**src/logic/mem_defs.svh**
```systemverilog
//////////////////////////////////////////////////
// geometry, size and latency constants of the
// memory subsystem; include before using any macro
//////////////////////////////////////////////////

`ifndef MEM_DEFS_SVH
`define MEM_DEFS_SVH

`default_nettype none

// main memory depth in 128-bit lines, 16 KB total
`define MEM_LINES 1024

// lines per direct-mapped cache
`define CACHE_LINES 16

// cycles from mem_start to mem_done
`define MEM_LATENCY 6

// data widths
`define WORD_BITS 32
`define LINE_BITS 128

// byte address split: line number above the line offset
`define ADDR_BITS 14
`define LINE_ADDR_BITS 10
`define OFFSET_BITS 4

`default_nettype wire

`endif

```
**src/logic/mem_pkg.sv**
```systemverilog
//////////////////////////////////////////////////
// shared types of the memory subsystem: widths,
// client and memory request structs, cache FSM
//////////////////////////////////////////////////

`include "mem_defs.svh"

`default_nettype none

package mem_pkg;

  // byte address into main memory
  typedef logic [`ADDR_BITS-1:0] addr_t;
  typedef logic [`WORD_BITS-1:0] word_t;
  // four words, word 0 in the low bits
  typedef logic [`LINE_BITS-1:0] line_t;
  // byte address without the line offset
  typedef logic [`LINE_ADDR_BITS-1:0] line_addr_t;

  // client request, a single-cycle strobe alongside
  typedef struct packed {
    logic  write;
    logic  byte_op;
    addr_t addr;
    // byte writes use bits 7:0 only
    word_t wdata;
  } cache_req_t;

  typedef struct packed {
    word_t rdata;
    logic  hit;
  } cache_rsp_t;

  // line-wide request towards main memory
  typedef struct packed {
    logic       write;
    line_addr_t line;
    line_t      wline;
  } mem_req_t;

  // miss handling states
  typedef enum logic [1:0] {
    idle,
    write_back,
    refill,
    respond
  } cache_state_t;

endpackage

`default_nettype wire

```
**src/logic/cache.sv**
```systemverilog
//////////////////////////////////////////////////
// direct-mapped write-back cache, write-allocate;
// one client port, one line-wide memory port
//////////////////////////////////////////////////

`include "mem_defs.svh"

`default_nettype none

module cache
  import mem_pkg::*;
(
  input  logic       clk,
  input  logic       rst,
  input  logic       req_valid,
  input  cache_req_t req,
  output logic       rsp_valid,
  output cache_rsp_t rsp,
  output logic       mem_req_valid,
  output mem_req_t   mem_req,
  input  logic       grant,
  input  logic       mem_done,
  input  line_t      rline
);

  localparam int IDX_W = $clog2(`CACHE_LINES);
  localparam int TAG_W = `LINE_ADDR_BITS - IDX_W;

  typedef logic [IDX_W-1:0] idx_t;
  typedef logic [TAG_W-1:0] tag_t;

  // tag, data and status stores
  tag_t                    tag_mem  [`CACHE_LINES];
  line_t                   data_mem [`CACHE_LINES];
  logic [`CACHE_LINES-1:0] valid;
  logic [`CACHE_LINES-1:0] dirty;

  cache_state_t state;
  // access parked during a miss
  cache_req_t   req_q;

  idx_t       req_idx;
  idx_t       q_idx;
  tag_t       req_tag;
  tag_t       q_tag;
  line_t      cur_line;
  line_t      fill_line;
  line_t      wr_line;
  idx_t       wr_idx;
  logic       data_we;
  logic       accept;
  logic       lookup_hit;
  logic       victim_dirty;
  logic       mem_ack;
  logic       wb_done;
  logic       fill_done;
  cache_rsp_t rsp_d;

  // aligned word, or the addressed byte zero-extended
  function automatic word_t pick(line_t line, cache_req_t r);
    word_t      w;
    logic [1:0] wsel;
    logic [1:0] bsel;
    wsel = r.addr[`OFFSET_BITS-1:2];
    bsel = r.addr[1:0];
    w = line[wsel*`WORD_BITS +: `WORD_BITS];
    if (r.byte_op)
      w = {24'b0, w[bsel*8 +: 8]};
    return w;
  endfunction

  // store data merged into the line
  function automatic line_t merge(line_t line, cache_req_t r);
    line_t      l;
    word_t      w;
    logic [1:0] wsel;
    logic [1:0] bsel;
    l = line;
    wsel = r.addr[`OFFSET_BITS-1:2];
    bsel = r.addr[1:0];
    w = l[wsel*`WORD_BITS +: `WORD_BITS];
    if (r.byte_op)
      w[bsel*8 +: 8] = r.wdata[7:0];
    else
      w = r.wdata;
    l[wsel*`WORD_BITS +: `WORD_BITS] = w;
    return l;
  endfunction

  // address split, incoming and parked
  assign req_idx = req.addr[`OFFSET_BITS +: IDX_W];
  assign req_tag = req.addr[`ADDR_BITS-1 -: TAG_W];
  assign q_idx   = req_q.addr[`OFFSET_BITS +: IDX_W];
  assign q_tag   = req_q.addr[`ADDR_BITS-1 -: TAG_W];

  assign cur_line     = data_mem[req_idx];
  // respond counts as idle, a new strobe may follow the response
  assign accept       = req_valid && (state == idle || state == respond);
  assign lookup_hit   = valid[req_idx] && (tag_mem[req_idx] == req_tag);
  assign victim_dirty = valid[req_idx] && dirty[req_idx];
  // done only counts while we own the memory
  assign mem_ack      = grant && mem_done;
  assign wb_done      = (state == write_back) && mem_ack;
  assign fill_done    = (state == refill) && mem_ack;
  // pending write lands on the fresh line
  assign fill_line    = req_q.write ? merge(rline, req_q) : rline;

  // single data store write port, fill has priority
  always_comb
  begin
    data_we = 1'b0;
    wr_idx  = req_idx;
    wr_line = merge(cur_line, req);
    if (fill_done)
    begin
      data_we = 1'b1;
      wr_idx  = q_idx;
      wr_line = fill_line;
    end
    else if (accept && lookup_hit && req.write)
      data_we = 1'b1;
  end

  // writes answer with zero rdata
  always_comb
  begin
    if (fill_done)
    begin
      rsp_d.rdata = req_q.write ? word_t'(0) : pick(rline, req_q);
      rsp_d.hit   = 1'b0;
    end
    else
    begin
      rsp_d.rdata = req.write ? word_t'(0) : pick(cur_line, req);
      rsp_d.hit   = 1'b1;
    end
  end

  // FSM and line status
  always_ff @(posedge clk)
  begin
    if (rst)
    begin
      state         <= idle;
      rsp_valid     <= 1'b0;
      mem_req_valid <= 1'b0;
      valid         <= '0;
      dirty         <= '0;
    end
    else
    begin
      // hit answers next cycle, miss right after the refill
      rsp_valid <= (accept && lookup_hit) || fill_done;
      case (state)
        idle, respond:
        begin
          state <= idle;
          if (accept && !lookup_hit)
          begin
            mem_req_valid <= 1'b1;
            if (victim_dirty)
              state <= write_back;
            else
              state <= refill;
          end
          if (accept && lookup_hit && req.write)
            dirty[req_idx] <= 1'b1;
        end
        write_back:
        begin
          // request stays up, it becomes the refill read
          if (mem_ack)
            state <= refill;
        end
        refill:
        begin
          if (mem_ack)
          begin
            mem_req_valid  <= 1'b0;
            valid[q_idx]   <= 1'b1;
            dirty[q_idx]   <= req_q.write;
            state          <= respond;
          end
        end
        default:
          state <= idle;
      endcase
    end
  end

  // stores and payload
  always_ff @(posedge clk)
  begin
    if (data_we)
      data_mem[wr_idx] <= wr_line;
    if (fill_done)
      tag_mem[q_idx] <= q_tag;
    if ((accept && lookup_hit) || fill_done)
      rsp <= rsp_d;
    if (accept && !lookup_hit)
    begin
      req_q <= req;
      if (victim_dirty)
        mem_req <= '{write: 1'b1, line: {tag_mem[req_idx], req_idx}, wline: cur_line};
      else
        mem_req <= '{write: 1'b0, line: req.addr[`ADDR_BITS-1:`OFFSET_BITS], wline: '0};
    end
    else if (wb_done)
      mem_req <= '{write: 1'b0, line: req_q.addr[`ADDR_BITS-1:`OFFSET_BITS], wline: '0};
  end

endmodule

`default_nettype wire

```
**config.mk**
```make
export PLATFORM = sky130hd
export DESIGN_NAME = cache
export DESIGN_NICKNAME = d
export VERILOG_FILES = /design/src/logic/mem_pkg.sv /design/src/logic/cache.sv
export VERILOG_INCLUDE_DIRS = /design/src /design/src/logic
export SDC_FILE = /design/constraint.sdc
export NUM_CORES = 2
export LEC_CHECK = 0
export BUFFER_PORTS_ARGS = -buffer_cell sky130_fd_sc_hd__buf_2
export CAP_MARGIN = 20
export CELL_PAD_IN_SITES_DETAIL_PLACEMENT = 2
export CELL_PAD_IN_SITES_GLOBAL_PLACEMENT = 2
export CORE_UTILIZATION = 40
export CTS_BUF_LIST = sky130_fd_sc_hd__clkbuf_4 sky130_fd_sc_hd__clkbuf_8
export DETAILED_ROUTE_END_ITERATION = 7
export PLACE_DENSITY_LB_ADDON = 0.05
export SLEW_MARGIN = 15
export SYNTH_ARGS = -nofsm -noshare
export SYNTH_HDL_FRONTEND = slang
export SYNTH_SLANG_ARGS = --single-unit
```
**constraint.sdc**
```tcl
create_clock -name clk -period 16.9 [get_ports clk]
set_input_delay 3.38 -clock clk [delete_from_list [all_inputs] [get_ports clk]]
set_output_delay 3.38 -clock clk [all_outputs]
set_load 0.02 [all_outputs]
```
==> impl_metrics.csv <==
group,metric,value,unit
synthesis,synthesis.nets,5375,
outcome,outcome,"finished, final reports clean",
global_routing,grt_antenna_before_repair,65,
placement,dpl.hpwl,228000,um
critical_path,required,17.58,ns
clocking,cts_hold_repair.buffers,0,
finish,finish.net_count,6009,
run,cap_viol_max_count,0,
synthesis,synthesized_instance_count,5173,
drt,drt_iter0_markers,7056,
global_routing,final_global_route_overflow_total,0,
pwr,design_power_total,14.6,mW
synthesis,synthMuxAreaShare,16.9,%
drt,dr_wl_met3,27400,um
critical_path,timing.critical_path.to_type,"flip-flop",
drt,postRouteAntennaNets,0,
clocking,tritoncts,"yes",
synthesis,post_synthesis_share_of_cell_area_spent_on_xor_and_xnor_gates,0.0353,%
sta,finalHoldViolCount,0,
floorplanning,die-width,500,um
clocking,clkTransAtPathRegs,0.06,ns
pwr,power-per-cell-area,129,nW/um2
floorplanning,rows,182,
drt,routedWlPerCell,39.4,um
sta,max_slew_margin,17.0,%
clocking,clk_root_buffer_cell,"sky130_fd_sc_hd__clkbuf_8",
finish,final_design_area_no_fill,113000,um2
synthesis,async_set_reset_flop_share_out_of_synthesis,0,%
floorplanning,io-pin-count,355,
clocking,number_of_clock_buffers_inserted_by_tritoncts,423,
sta,slew_at_the_pin_with_the_worst_max_slew_slack,1.25,ns
global_routing,grtUsageTotal,29.7,%
sta,grt_setup_unrepaired,"false",
sta,clock.fmax,0.106,GHz
sta,min_period,9.43,ns
clocking,post_cts_resized,0,
pwr,leakagePower,37.1,nW
finish,register_area,71700,um2
synthesis,synth-warning-count,0,
placement,placed_cell_area,105000,um2
sta,crit_share_post_route,55.8,%
synthesis,synth_cell_type_count,69,
drt,detail_route.wirelength,373000,um
hold_path,worst_hold_path_type,"flip-flop to flip-flop",
critical_path,cp_max_fo,71,
sta,number_of_endpoints_failing_setup_at_the_final_stage,0,
pwr,vdd_ir_max,0.0798,mV
synthesis,synth-main-ff-cell,"sky130_fd_sc_hd__edfxtp_1",
critical_path,setup.worst_path.class,"input port to flip-flop",
floorplanning,die_y,500,um
clocking,cts_htree_levels,5,
finish,final_core_utilization,45.9,%
floorplanning,start_util,40.3,%
sta,slew_violations,0,
synthesis,post_synth_and_or_nand_nor_area_fraction,3.28,%
sta,skew,0.0610,ns
synthesis,synth_compound_gate_area_share,5.19,%
placement,buffer_ports.inserted,354,
synthesis,dominant_combinational_cell_family_by_area_after_synthesis,"multiplexers",
clocking,numClockSinks,2400,
critical_path,crit_arrival,10.10,ns
clocking,post_cts_buffers,0,
sta,worst_hold_slack,0.469,ns
floorplanning,floorplan.die_area,250000,um2
drt,wl_met1,153000,um
placement,routabilityCongestion,0.851,
finish,areaGrowthSynthToFinish,14.0,%
synthesis,mappedNetlistArea,99300,um2
floorplanning,core_area,246000,um2
sta,fin_tns_setup,0,ns
clocking,clk-insertion-delay-late,1.12,ns
synthesis,ys_ff_latch,2400,
synthesis,synth-seq-area-share,72.2,%
synthesis,syn-mean-instance-area,19.2,um2
drt,dr_total_vias,58086,
global_routing,grt_start_max_net_pins,127,
synthesis,synth_adder_area_share,0.265,%
clocking,cts_max_path_buffers,4,
finish,multi_input_comb_area,25700,um2
drt,firstDrtPassIters,6,
critical_path,setup.worst_path.start_class,"input port",
synthesis,count_of_flip_flops_with_a_built_in_enable_after_synthesis,2364,
finish,fraction_of_final_layout_cells_with_drive_strength_greater_than_1,32.3,%
finish,layout_commonest_cell,"sky130_fd_sc_hd__edfxtp_1",
global_routing,grt_first_pass_wirelength,510000,um
finish,fillCellCount,22695,
global_routing,number_of_global_route_vias_before_repair,60914,
drt,maxUsedRoutingLayer,"met5",
drt,drc_errors,0,
finish,mostFrequentLayoutCells,"2364 x sky130_fd_sc_hd__edfxtp_1, 658 x sky130_fd_sc_hd__mux4_2, 434 x sky130_fd_sc_hd__clkbuf_8",
drt,viasPerCell,6.13,
drt,detailroute.wirelength.met2,176000,um
==> worst max-delay path: stages <==
cell	delay [ns]
sky130_fd_sc_hd__buf_8	0.45
sky130_fd_sc_hd__buf_4	0.71
sky130_fd_sc_hd__buf_4	0.70
sky130_fd_sc_hd__nor2_1	0.19
sky130_fd_sc_hd__o2bb2ai_1	0.20
sky130_fd_sc_hd__a2111o_1	0.41
sky130_fd_sc_hd__a21boi_0	0.20
sky130_fd_sc_hd__o2111ai_1	0.42
sky130_fd_sc_hd__nor3_1	0.58
sky130_fd_sc_hd__a22o_1	0.31
sky130_fd_sc_hd__and2_4	0.48
sky130_fd_sc_hd__buf_4	0.70
sky130_fd_sc_hd__buf_4	0.89
==> state kept, by name, summed over array words and instances (netlist names) <==
name           flops
data_mem        2048
mem_req          139
tag_mem           96
req_q             38
rsp               33
dirty             16
valid             16
q_tag              6
q_idx              4
state              2
mem_req_valid      1
rsp_valid          1
==> path summary, 6_finish.rpt <==
kind             from                 to  slack (ns)  depth (start not counted)
max           req[37]    data_mem[5][26]        7.47                         13
min          valid[8]           valid[8]        0.47                          2
max reg2reg  state[0]  data_mem[13][115]       11.22                         10
min reg2reg  valid[8]           valid[8]        0.47                          2
==> cells by family (layout without fill, tap and decap cells) <==
family | after synthesis | count (layout)
xor+xnor | 4 | 4
other cells | 0 | 44
simple gates | 727 | 727
fa+ha+maj | 21 | 21
mux | 839 | 839
buf+inv | 410 | 1355
flops | 2400 | 2400
compound gates | 772 | 772
==> Yosys cell counts (9+ instances only) <==
cell type / count / area [um2]
sky130_fd_sc_hd__edfxtp_1: 2364 / 71000
sky130_fd_sc_hd__mux4_2: 658 / 14800
sky130_fd_sc_hd__nor2_1: 279 / 1050
sky130_fd_sc_hd__o21ai_0: 237 / 1190
sky130_fd_sc_hd__nand2_1: 218 / 818
sky130_fd_sc_hd__clkbuf_1: 164 / 616
sky130_fd_sc_hd__a21oi_1: 133 / 666
sky130_fd_sc_hd__a221oi_1: 122 / 1070
sky130_fd_sc_hd__mux2i_1: 105 / 1050
sky130_fd_sc_hd__and2_1: 98 / 613
sky130_fd_sc_hd__mux2_2: 75 / 845
sky130_fd_sc_hd__inv_1: 68 / 255
sky130_fd_sc_hd__buf_2: 62 / 310
sky130_fd_sc_hd__a22oi_1: 57 / 428
sky130_fd_sc_hd__o22ai_1: 44 / 275
sky130_fd_sc_hd__buf_4: 42 / 315
sky130_fd_sc_hd__dfxtp_1: 36 / 721
sky130_fd_sc_hd__nand3_1: 36 / 180
sky130_fd_sc_hd__buf_6: 35 / 394
sky130_fd_sc_hd__o221ai_1: 34 / 298
sky130_fd_sc_hd__a22o_1: 29 / 254
sky130_fd_sc_hd__and3_1: 23 / 144
sky130_fd_sc_hd__buf_1: 22 / 82.6
sky130_fd_sc_hd__ha_1: 21 / 263
sky130_fd_sc_hd__a21boi_0: 19 / 143
sky130_fd_sc_hd__nor3_1: 16 / 80.1
sky130_fd_sc_hd__o21ba_2: 16 / 160
sky130_fd_sc_hd__nor2b_1: 15 / 93.8
sky130_fd_sc_hd__a221o_1: 12 / 120
sky130_fd_sc_hd__a311oi_1: 12 / 105
sky130_fd_sc_hd__nand2b_1: 9 / 56.3
==> cell type report <==
| cell class | instances | area share [%] |
|---|---|---|
| diodes | 44 | 0.0973 |
| well taps | 3312 | 3.66 |
| clock inverters | 186 | 0.952 |
| flip-flops and latches | 2400 | 63.4 |
| repair buffers | 542 | 2.92 |
| multi-input cells | 2363 | 22.7 |
| clock buffers | 550 | 6.05 |
| inverters | 77 | 0.270 |
==> per-layer routing <==
layer,global-route usage (%),vias to the layer above
met5,0,-
met4,12.1,16
met3,5.03,762
met2,46.9,2875
met1,40.9,31626
li1,-,22807
==> power breakdown <==
part           switching [mW]  leakage, nW  internal [mW]
sequential              0.114         21.8           7.08
clock                    2.46         4.21           2.78
combinational            1.59         11.1          0.531
==> metrics by stage <==
stage	std cells	setup slack (ns)
floorplan	5173	5.21
finish	9474	7.47
global placement	8667	6.46
CTS	9410	7.54
detailed placement	8674	6.42
global route	9455	7.20
No activity file was read; power rests on OpenSTA's default activity.
