## src/logic/mem_defs.svh

```systemverilog
//////////////////////////////////////////////////
// geometry, size and latency constants of the
// memory subsystem; include before using any macro
//////////////////////////////////////////////////

`ifndef MEM_DEFS_SVH
`define MEM_DEFS_SVH

`default_nettype none

// main memory depth in 128-bit lines, 16 KB total
`define MEM_LINES 1024

// lines per direct-mapped cache
`define CACHE_LINES 16

// cycles from mem_start to mem_done
`define MEM_LATENCY 6

// data widths
`define WORD_BITS 32
`define LINE_BITS 128

// byte address split: line number above the line offset
`define ADDR_BITS 14
`define LINE_ADDR_BITS 10
`define OFFSET_BITS 4

`default_nettype wire

`endif

```

## src/logic/mem_pkg.sv

```systemverilog
//////////////////////////////////////////////////
// shared types of the memory subsystem: widths,
// client and memory request structs, cache FSM
//////////////////////////////////////////////////

`include "mem_defs.svh"

`default_nettype none

package mem_pkg;

  // byte address into main memory
  typedef logic [`ADDR_BITS-1:0] addr_t;
  typedef logic [`WORD_BITS-1:0] word_t;
  // four words, word 0 in the low bits
  typedef logic [`LINE_BITS-1:0] line_t;
  // byte address without the line offset
  typedef logic [`LINE_ADDR_BITS-1:0] line_addr_t;

  // client request, a single-cycle strobe alongside
  typedef struct packed {
    logic  write;
    logic  byte_op;
    addr_t addr;
    // byte writes use bits 7:0 only
    word_t wdata;
  } cache_req_t;

  typedef struct packed {
    word_t rdata;
    logic  hit;
  } cache_rsp_t;

  // line-wide request towards main memory
  typedef struct packed {
    logic       write;
    line_addr_t line;
    line_t      wline;
  } mem_req_t;

  // miss handling states
  typedef enum logic [1:0] {
    idle,
    write_back,
    refill,
    respond
  } cache_state_t;

endpackage

`default_nettype wire

```

## src/logic/mem_arbiter.sv

```systemverilog
//////////////////////////////////////////////////
// shares main memory between two caches; grant
// holds from mem_start until the done strobe
//////////////////////////////////////////////////

`default_nettype none

module mem_arbiter
  import mem_pkg::*;
(
  input  logic     clk,
  input  logic     rst,
  input  logic     req_valid_a,
  input  mem_req_t req_a,
  input  logic     req_valid_b,
  input  mem_req_t req_b,
  output logic     grant_a,
  output logic     grant_b,
  output logic     done_a,
  output logic     done_b,
  output logic     mem_start,
  output mem_req_t mem_req,
  input  logic     mem_done
);

  // memory in use, and by whom (1 = port b)
  logic busy;
  logic owner;
  // port served by the previous grant
  logic last_b;
  logic pick_b;

  // b wins alone, or on a tie when a went last
  assign pick_b = req_valid_b && (!req_valid_a || !last_b);

  assign grant_a = busy && !owner;
  assign grant_b = busy && owner;

  // done goes only to the owner
  assign done_a = mem_done && grant_a;
  assign done_b = mem_done && grant_b;

  // requester holds its request for the whole grant
  assign mem_req = owner ? req_b : req_a;

  always_ff @(posedge clk)
  begin
    if (rst)
    begin
      busy      <= 1'b0;
      owner     <= 1'b0;
      last_b    <= 1'b0;
      mem_start <= 1'b0;
    end
    else
    begin
      mem_start <= 1'b0;
      if (!busy)
      begin
        if (req_valid_a || req_valid_b)
        begin
          busy      <= 1'b1;
          owner     <= pick_b;
          last_b    <= pick_b;
          // one start per grant
          mem_start <= 1'b1;
        end
      end
      else if (mem_done)
        // free again, no regrant on the done edge
        busy <= 1'b0;
    end
  end

endmodule

`default_nettype wire

```

## config.mk

```make
export PLATFORM = sky130hd
export DESIGN_NAME = mem_arbiter
export DESIGN_NICKNAME = d
export VERILOG_FILES = /design/src/logic/mem_pkg.sv /design/src/logic/mem_arbiter.sv
export VERILOG_INCLUDE_DIRS = /design/src /design/src/logic
export SDC_FILE = /design/constraint.sdc
export NUM_CORES = 1
export LEC_CHECK = 0
export ABC_AREA = 1
export BUFFER_PORTS_ARGS = -buffer_cell sky130_fd_sc_hd__buf_2
export CAP_MARGIN = 20
export CORE_AREA = 8 8 158 160
export CTS_BUF_LIST = sky130_fd_sc_hd__clkbuf_8 sky130_fd_sc_hd__clkbuf_16
export CTS_CLUSTER_SIZE = 25
export DETAILED_ROUTE_END_ITERATION = 10
export DIE_AREA = 0 0 166 168
export SKIP_CTS_REPAIR_TIMING = 1
export SLEW_MARGIN = 5
export SYNTH_ARGS = -nofsm -noshare
export SYNTH_HDL_FRONTEND = slang
export SYNTH_SLANG_ARGS = --single-unit
export TNS_END_PERCENT = 50
```

## constraint.sdc

```tcl
create_clock -name clk -period 1.12 [get_ports clk]
set_input_delay 0.056 -clock clk [delete_from_list [all_inputs] [get_ports clk]]
set_output_delay 0.056 -clock clk [all_outputs]
set_load 0.05 [all_outputs]
```

==> impl_metrics.toml, run 1 <==
[timing]
slew_viol_final = 0
period_minus_slack_ns = 1.45
setup_ws_ns = -0.333
whs_ns = 0.0951
rsz0062_at_grt = "yes"
finalCritPeriodShare_pct = 130
hold_viol_final = 0
tightestPinTransition_ns = 0.308
clock-skew-final_ns = 0.00177
fmax_ghz = 0.688
maxSlewHeadroom_pct = 79.6
setup_viol = 143

[grt]
globalRouteOverflowTotal = 0
grt_use_total_pct = 10.9
grt_pass1_vias = 4470
grt_pass1_wl_mm = 24.3
grt_max_degree = 72
grt_antenna_before_repair = 0

[synth]
yosysTopAreaCellShare_pct = 81.6
yosysMostFrequentCell = "nand2_1"
synthAdderAreaFrac_pct = 0
synth_area_leader_cell = "nand2_1"
synth-main-ff-cell = "dfxtp_1"
synth_area_per_cell_um2 = 4.13
synth_nets = 754
synthTopCellsByCount = "423 x nand2_1, 11 x buf_6, 9 x buf_4"
yosys_register_bits = 3
ys_async_sr_fraction_pct = 0
synth_compound_area_share_pct = 0.257
yosysSeqAreaShare_pct = 3.08
synth_edf_count = 0
synthSimpleGateAreaFrac_pct = 83.2
synthMuxAreaShare_pct = 0
ys_types = 12
synth_top_family_by_area = "simple AND/OR/NAND/NOR gates"
synthTopCellsByArea = "nand2_1 82%, buf_6 6.4%, buf_4 3.5%"
synthCells = 471
yosysWarnings = 0
netlist_area_um2 = 1950
synth-xor-area-share_pct = 0

[floorplan]
core_um2 = 22400
die_w_um = 166
floorplan.initialDensity_pct = 8.70
num_rows = 55
die_h_um = 168
die-area_um2 = 27900
io_pins = 427

[worst_setup_path]
critical_path_arrival_ns = 1.40
r2r_start = "last_b$_SDFFE_PP0P_"
critPathMaxStageDelay_ns = 0.44
path_cells = "clkinv_8 -> clkbuf_16 -> nand2_1 -> nand2_2 -> buf_2"
slowest_stage = "dfxtp_4"
end_kind = "output port"
critPathKind = "flip-flop to output port"
cp_max_fo = 35
cp-start-kind = "flip-flop"
reg2reg_slack_ns = 0.04
rr_endpoint = "last_b$_SDFFE_PP0P_"
rr_worst_depth = 5
cp.required_ns = 1.06

[power]
p_leak_nw = 3.43
power_density_nw_per_um2 = 1090
ir_drop_mv = 0.372

[final_layout]
final_cell_area_um2 = 5480
antenna_cells = 0
fillers = 2493
synthToLayoutAreaGrowth_pct = 181
drive_above_1_share_pct = 59.3
final_cells = 1177
nets = 1176

[clocking]
numClockSinks = 3
path_clk_slew_ns = 0.03
cts_tree = "built"
clock_latency_ns = 0.23
cts_buffer_depth = 2
cts_buffers = 3
cts_root_buffer = "clkbuf_16"
cts_max_level = 1

[placed_design]
io_buffers = 426
dpl_cell_area_um2 = 4510
place_hpwl_mm = 14.7
place_congestion = 0.888
dpl.cell_count = 1160
dp_slack_ns = -0.199

[run_status]
violations = "negative setup slack"
status = "finished, violations left"

[drt]
num_vias = 4564
avgViaCountPerCell = 3.88
routed_wl_mm = 19.3
drtAntennaViolNets = 0
wl_per_cell_um = 16.4
drc = 0
drt_iter0_markers = 139
dr.pass1.iters = 6

[hold_path]
hold_end = "last_b$_SDFFE_PP0P_"
hp-class = "input port to flip-flop"
hold_depth = 4
hp-start = "rst"

[job]
maxCapViolCount = 0
==> per-stage QoR <==
stage / utilization [%] / TNS [ns] / power [W]
6_report: 24.5 / -39.74 / 0.00599
5_1_grt: 24.5 / -49.11 / 0.00630
4_1_cts: 20.5 / -47.30 / 0.00517
3_5_place_dp: 20.2 / -12.98 / 0.00459
3_3_place_gp: 20.2 / -11.69 / 0.00458
2_1_floorplan: - / -4.54 / 0.00329
==> critical path: cells and delay by family (launching register included) <==
| family | cells | cell delay (ns) |
|---|---|---|
| DFF | 1 | 0.44 |
| buffers and inverters | 3 | 0.56 |
| and+or+nand+nor | 2 | 0.15 |
==> state kept, by name, summed over array words and instances, names as in the netlist <==
register / flops
last_b: 1
mem_start: 1
busy: 1
==> cell type report <==
cell class	instances	area, um^2	area share (%)
Clock buffer	3	75.1	1.37
Clock inverter	1	3.75	0.0685
Inverter	5	31.3	0.571
Multi-Input combinational cell	432	1870	34.1
Sequential cell	3	63.8	1.17
Tap cell	285	357	6.51
Timing Repair Buffer	448	3080	56.2
==> report_power, final <==
part	total, W	leakage [nW]	internal, W	switching (W)
clock	0.000568	0.0423	0.000461	0.000107
sequential	0.000142	0.0256	0.000119	0.0000230
combinational	0.00528	3.36	0.00176	0.00352
total	0.00599	3.43	0.00234	0.00365
==> cells by family (layout without fill, tap and decap cells) <==
family	after synthesis	count (layout)
buffers and inverters	36	457
AOI/OAI and AO/OA	1	1
DFF	3	3
and+or+nand+nor	431	431
==> layer usage <==
layer	vias up	track usage [%]	wire length [um]
met5	-	0	0
met4	0	3.83	605
met3	28	4.86	1970
met2	299	19.7	9630
met1	2007	11.0	7100
li1	2230	-	-
==> worst max path at each step <==
| stage | depth (start not counted) | slack, ns | start | end |
|---|---|---|---|---|
| 2_1_floorplan | 6 | -0.09 | last_b$_SDFFE_PP0P_ | mem_req[53] |
| 3_3_place_gp | 5 | -0.20 | last_b$_SDFFE_PP0P_ | mem_req[3] |
| 3_5_place_dp | 5 | -0.20 | last_b$_SDFFE_PP0P_ | mem_req[3] |
| 4_1_cts | 5 | -0.44 | last_b$_SDFFE_PP0P_ | mem_req[3] |
| 5_1_grt | 5 | -0.41 | last_b$_SDFFE_PP0P_ | mem_req[108] |
| 6_report | 5 | -0.33 | last_b$_SDFFE_PP0P_ | mem_req[108] |
==> cells in the final DEF, fill, tap and decap left out <==
cell       count
nor2_2         1
dfxtp_4        1
buf_4         38
clkinv_8       1
nor2_1         4
clkbuf_4       2
nor3_4         1
inv_1          5
nor2_4         1
nand2_2       65
nand3_1        1
dfxtp_1        2
buf_6         51
clkbuf_16     10
buf_16         4
o21ai_0        1
buf_2        330
buf_8         11
nand2_4        8
nand2_1      350
buf_12         5
Note: power is estimated with default switching activity, not from simulation.
==> run 2: changes to the inputs <==
--- a/config.mk
+++ b/config.mk
@@ -6,14 +6,14 @@
 export SDC_FILE = /design/constraint.sdc
 export NUM_CORES = 1
 export LEC_CHECK = 0
-export ABC_AREA = 1
+export ABC_AREA = 0
 export BUFFER_PORTS_ARGS = -buffer_cell sky130_fd_sc_hd__buf_2
 export CAP_MARGIN = 20
-export CORE_AREA = 8 8 158 160
+export CORE_AREA = 8 8 159 161
 export CTS_BUF_LIST = sky130_fd_sc_hd__clkbuf_8 sky130_fd_sc_hd__clkbuf_16
 export CTS_CLUSTER_SIZE = 25
 export DETAILED_ROUTE_END_ITERATION = 10
-export DIE_AREA = 0 0 166 168
+export DIE_AREA = 0 0 167 169
 export SKIP_CTS_REPAIR_TIMING = 1
 export SLEW_MARGIN = 5
 export SYNTH_ARGS = -nofsm -noshare
==> run 2 against run 1 <==
Compared with the run above:
- the flow still finishes with violations (negative setup slack)
- largest power group unchanged
- non-clock buffer count rose by 4
- area after synthesis grew 4.8%
- combinational power fell by 21%
==> impl_metrics.toml, run 2 <==
[run_status]
status = "finished, violations left"
violations = "negative setup slack"

[final_layout]
fillers = 2473
final_common_cell = "buf_2"
synthToLayoutAreaGrowth_pct = 145
antenna_cells = 0
final_cells = 901
top_regs = "busy: 1 flops, last_b: 1 flops, mem_start: 1 flops"
mostFrequentLayoutCells = "395 x buf_2, 73 x mux2_2, 66 x mux2_4, 28 x buf_6, 24 x buf_4"
seq_area_um2 = 63.8
nets = 895
final_util_pct = 21.8
drive_above_1_share_pct = 98.0
multi_input_area_um2 = 1900

[clocking]
clock_latency_ns = 0.22
cts_max_level = 1
cts_buffer_depth = 2
numClockSinks = 3
cts_buffers = 3
cts_root_buffer = "clkbuf_16"
path_clk_slew_ns = 0.03
cts_tree = "built"

[floorplan]
die_h_um = 169
floorplan.initialDensity_pct = 8.91
core_um2 = 22900
io_pins = 427
die_w_um = 167
num_rows = 56
die-area_um2 = 28200

[timing]
hold_viol_final = 0
fmax_ghz = 0.647
maxSlewHeadroom_pct = 78.8
clock-skew-final_ns = 0.00152
whs_ns = 0.0556
setup_ws_ns = -0.427
finalCritPeriodShare_pct = 138
setup_viol = 144
slew_viol_final = 0
tightestPinTransition_ns = 0.321
rsz0062_at_grt = "yes"
setup_tns_ns = -52.04
period_minus_slack_ns = 1.55

[drt]
wl_met3_mm = 1.52
avgViaCountPerCell = 3.49
drt_iter0_markers = 44
wl_met2_mm = 6.87
wirelength_met1_mm = 4.91
dr.pass1.iters = 4
num_vias = 3148
routed_wl_mm = 13.4
wl_per_cell_um = 14.8
top_layer_used = "met4"
drtAntennaViolNets = 0
drc = 0

[grt]
globalRouteOverflowTotal = 0
grt_max_degree = 23
grt_use_total_pct = 8.11
grt_pass1_wl_mm = 18.7
grt_pass1_vias = 3519
grt_antenna_before_repair = 0

[synth]
yosysSeqAreaShare_pct = 2.94
synth_edf_count = 0
yosysWarnings = 0
netlist_area_um2 = 2040
yosys_register_bits = 3
ys_async_sr_fraction_pct = 0
synthTopCellsByArea = "mux2_2 46%, mux2_4 41%, buf_6 4.4%"
yosysTopAreaCellShare_pct = 45.8
synth-main-ff-cell = "dfxtp_1"
yosysMostFrequentCell = "mux2_2"
synth_area_leader_cell = "mux2_2"
synthTopCellsByCount = "83 x mux2_2, 56 x mux2_4, 8 x buf_2, 8 x buf_6, 3 x dfxtp_1"
synth_area_per_cell_um2 = 11.9
synthCells = 171
ys_types = 15
synth_nets = 454

[worst_setup_path]
cp.required_ns = 1.06
critPathMaxStageDelay_ns = 0.36
critical_path_arrival_ns = 1.49
path_cells = "buf_12 -> buf_16 -> mux2_4 -> buf_2"
timing.critical_path.buf_inv = 3
slowest_stage = "dfxtp_4"
end_kind = "output port"
critPathKind = "flip-flop to output port"
cp-start-kind = "flip-flop"
cp_top_family = "buffers and inverters"
reg2reg_slack_ns = -0.07
cp_max_fo = 22

[job]
maxCapViolCount = 0

[placed_design]
dpl.cell_count = 895
place_hpwl_mm = 12.2
place_congestion = 0.824
io_buffers = 426

[hold_path]
hp-class = "input port to flip-flop"

[power]
p_leak_nw = 2.75
power_density_nw_per_um2 = 975
power.total_w = 0.00487
ir_drop_mv = 0.453
run 2: cell types whose count changed in the layout (fill, tap and decap cells not counted), sizes merged, moves of 2 or more:
cell / previous run / this run
nor2b: 0 / 2
nor2: 6 / 2
inv: 5 / 1
buf: 439 / 451
clkbuf: 12 / 4
mux2: 0 / 139
nand2: 423 / 1
run 2: per-stage QoR:
step | area, um^2 | worst slack (ns)
2_1_floorplan | 2090 | -0.0662
3_3_place_gp | 4680 | -0.186
3_5_place_dp | 4680 | -0.205
4_1_cts | 4760 | -0.441
5_1_grt | 4990 | -0.478
6_report | 4990 | -0.427
run 2: power breakdown:
group / total [W] / internal [W] / switching, W
clock network: 0.000556 / 0.000460 / 0.0000958
registers: 0.000129 / 0.000117 / 0.0000114
logic: 0.00418 / 0.00161 / 0.00258
total: 0.00487 / 0.00218 / 0.00269
run 2: worst paths after layout:
kind / cells after the start / to / start
worst max register to register: 3 / last_b$_SDFFE_PP0P_ / last_b$_SDFFE_PP0P_
worst min-delay path: 2 / mem_start$_SDFF_PP0_ / rst
worst min register to register: 1 / mem_start$_SDFF_PP0_ / busy$_SDFF_PP0_
worst max-delay path: 4 / mem_req[11] / last_b$_SDFFE_PP0P_
run 2: cells by family (layout without fill, tap and decap cells):
| logic type | after synthesis | after routing | synth area share [%] |
|---|---|---|---|
| mux | 139 | 139 | 87.0 |
| compound gates | 2 | 2 | 0.613 |
| flops | 3 | 3 | 2.94 |
| buf+inv | 16 | 456 | 6.38 |
| simple gates | 11 | 11 | 3.07 |
run 2: worst reg2reg max path, delay by kind of cell (launching register included):
kind | cells | cell delay, ns
and+or+nand+nor | 1 | 0.52
DFF | 1 | 0.35
AOI/OAI and AO/OA | 1 | 0.09
buffers and inverters | 1 | 0.16
run 2: area by class of cell:
cell class,instances,share of cell area (%)
repair buffers,452,51.9
multi-input cells,152,38.0
flip-flops and latches,3,1.28
clock inverters,1,0.0752
well taps,290,7.27
clock buffers,3,1.50
run 2: per-layer routing:
layer | vias up | GRT usage, %
li1 | 1525 | -
met1 | 1385 | 8.13
met2 | 234 | 15.5
met3 | 4 | 3.75
met4 | 0 | 0.979
met5 | - | 0
==> run 3: changes to the inputs <==
==> constraint.sdc (replaced) <==
create_clock -name clk -period 1.75 [get_ports clk]
set_input_delay 0.0875 -clock clk [delete_from_list [all_inputs] [get_ports clk]]
set_output_delay 0.0875 -clock clk [all_outputs]
set_load 0.05 [all_outputs]
==> run 3 against run 2 <==
Compared with the run above:
- the flow now finishes without violations
- critical path depth unchanged
- clock skew about the same
- clock power decreased by 36%
- global-route usage increased by 1.9 points
- first-iteration DRC count decreased by 27%
- highest routed layer unchanged
- sequential cell count unchanged
- register-to-register slack improved by 0.77 ns
- sequential share of layout area increased by 0.088 points
- critical endpoint is now mem_req[33]
==> impl_metrics.toml, run 3 (synthesized netlist as in run 2, its figures left out) <==
[run_status]
status = "finished, final reports clean"

[placed_design]
place_congestion = 0.920
dpl_cell_area_um2 = 4580
place_hpwl_mm = 14.7
io_buffers = 426

[clocking]
cts_tree = "built"
cts_buffer_depth = 2
clock_latency_ns = 0.22
cts_max_level = 1
path_clk_slew_ns = 0.03
numClockSinks = 3
cts_root_buffer = "clkbuf_16"
cts_buffers = 3

[worst_setup_path]
cp.required_ns = 1.66
worstSetupStartpoint = "last_b$_SDFFE_PP0P_"
end_kind = "output port"
critPathMaxStageDelay_ns = 0.38
timing.critical_path.buf_inv = 3
critical_path_arrival_ns = 1.59
cpMostUsedCell = "buf_12"
cp-start-kind = "flip-flop"
critPathKind = "flip-flop to output port"
cp_top_family = "buffers and inverters"
path_cells = "buf_12 -> buf_12 -> mux2_2 -> buf_2"
cp_max_fo = 31
r2r_start = "last_b$_SDFFE_PP0P_"
slowest_stage = "dfxtp_4"

[hold_path]
hp-class = "input port to flip-flop"
hp-start = "mem_done"

[timing]
finalCritPeriodShare_pct = 95.9
hold_viol_final = 0
slew_viol_final = 0
setup_tns_ns = 0
period_minus_slack_ns = 1.68
setup_viol = 0
fmax_ghz = 0.596
maxSlewHeadroom_pct = 76.9
tightestPinTransition_ns = 0.349
rsz0062_at_grt = "no"
clock-skew-final_ns = 0.00192

[grt]
grt_pass1_wl_mm = 21.9
grt_pass1_vias = 3650
globalRouteOverflowTotal = 0
grt_antenna_before_repair = 5
grt_use_total_pct = 10.0
grt_max_degree = 32

[floorplan]
io_pins = 427
floorplan.initialDensity_pct = 8.91
core_um2 = 22900
die-area_um2 = 28200
die_w_um = 167
num_rows = 56
die_h_um = 169

[final_layout]
mostFrequentLayoutCells = "426 x buf_2, 83 x mux2_2, 56 x mux2_4, 10 x buf_4, 5 x buf_12"
top_regs = "busy: 1 flops, last_b: 1 flops, mem_start: 1 flops"
final_common_cell = "buf_2"
seq_area_um2 = 63.8
final_cell_area_um2 = 4670
multi_input_area_um2 = 1850
fillers = 2580
nets = 884
synthToLayoutAreaGrowth_pct = 129
drive_above_1_share_pct = 97.3

[job]
maxCapViolCount = 0

[drt]
dr.pass1.iters = 4
avgViaCountPerCell = 3.55
drtAntennaViolNets = 0
drc = 0
wl_per_cell_um = 17.3
drt_iter0_markers = 32
routed_wl_mm = 15.4
num_vias = 3176

[power]
p_leak_nw = 2.59
power_density_nw_per_um2 = 633
ir_drop_mv = 0.280
-- run 3: cell types whose count changed in the layout (fill, tap and decap cells not counted), moves of 4 or more --
cell | previous run | this run
buf_2 | 395 | 426
mux2_2 | 73 | 83
diode_2 | 0 | 4
buf_4 | 24 | 10
buf_6 | 28 | 0
mux2_4 | 66 | 56
-- run 3: layout make-up --
cell class                 instances  area share [%]
tap                              290            7.76
multi-input combinational        152            39.6
sequential                         3            1.37
clock inverter                     1          0.0803
clock buffer                       3            1.61
timing repair buffer             441            49.4
antenna                            4           0.214
-- run 3: final timing paths --
kind / to / slack, ns / cells after the start
setup reg to reg: last_b$_SDFFE_PP0P_ / 0.70 / 2
hold / removal: busy$_SDFF_PP0_ / 0.08 / 2
hold reg to reg: last_b$_SDFFE_PP0P_ / 0.54 / 2
setup / recovery: mem_req[33] / 0.07 / 4
-- run 3: worst register-to-register path, stage by stage, from the launching register on --
cell,delay (ns)
dfxtp_4,0.36
or4b_1,0.51
o21ai_1,0.10
-- run 3: metal layers --
metal | vias up | track usage [%] | share of wire [%]
li1 | 1514 | - | -
met1 | 1398 | 9.76 | 36
met2 | 256 | 18.2 | 50
met3 | 8 | 5.47 | 13
met4 | 0 | 2.47 | 0.88
met5 | - | 0 | 0
-- run 3: power by group --
| part | internal, W | total [W] | leakage, nW | switching [W] |
|---|---|---|---|---|
| sequential | 0.0000751 | 0.0000845 | 0.0256 | 0.00000940 |
| clock | 0.000294 | 0.000354 | 0.0423 | 0.0000598 |
| combinational | 0.000897 | 0.00252 | 2.52 | 0.00162 |
-- run 3: stage by stage --
step                std cells  setup slack, ns  hold WS, ns  util [%]  total power [W]
floorplan                 171            0.277        0.164         -          0.00192
global route              894          0.00393       0.0861      20.4          0.00310
finish                    894           0.0717       0.0791      20.4          0.00296
global placement          886            0.322        0.304      20.0          0.00261
CTS                       890           0.0593       0.0818      20.4          0.00300
detailed placement        886            0.300        0.313      20.0          0.00263
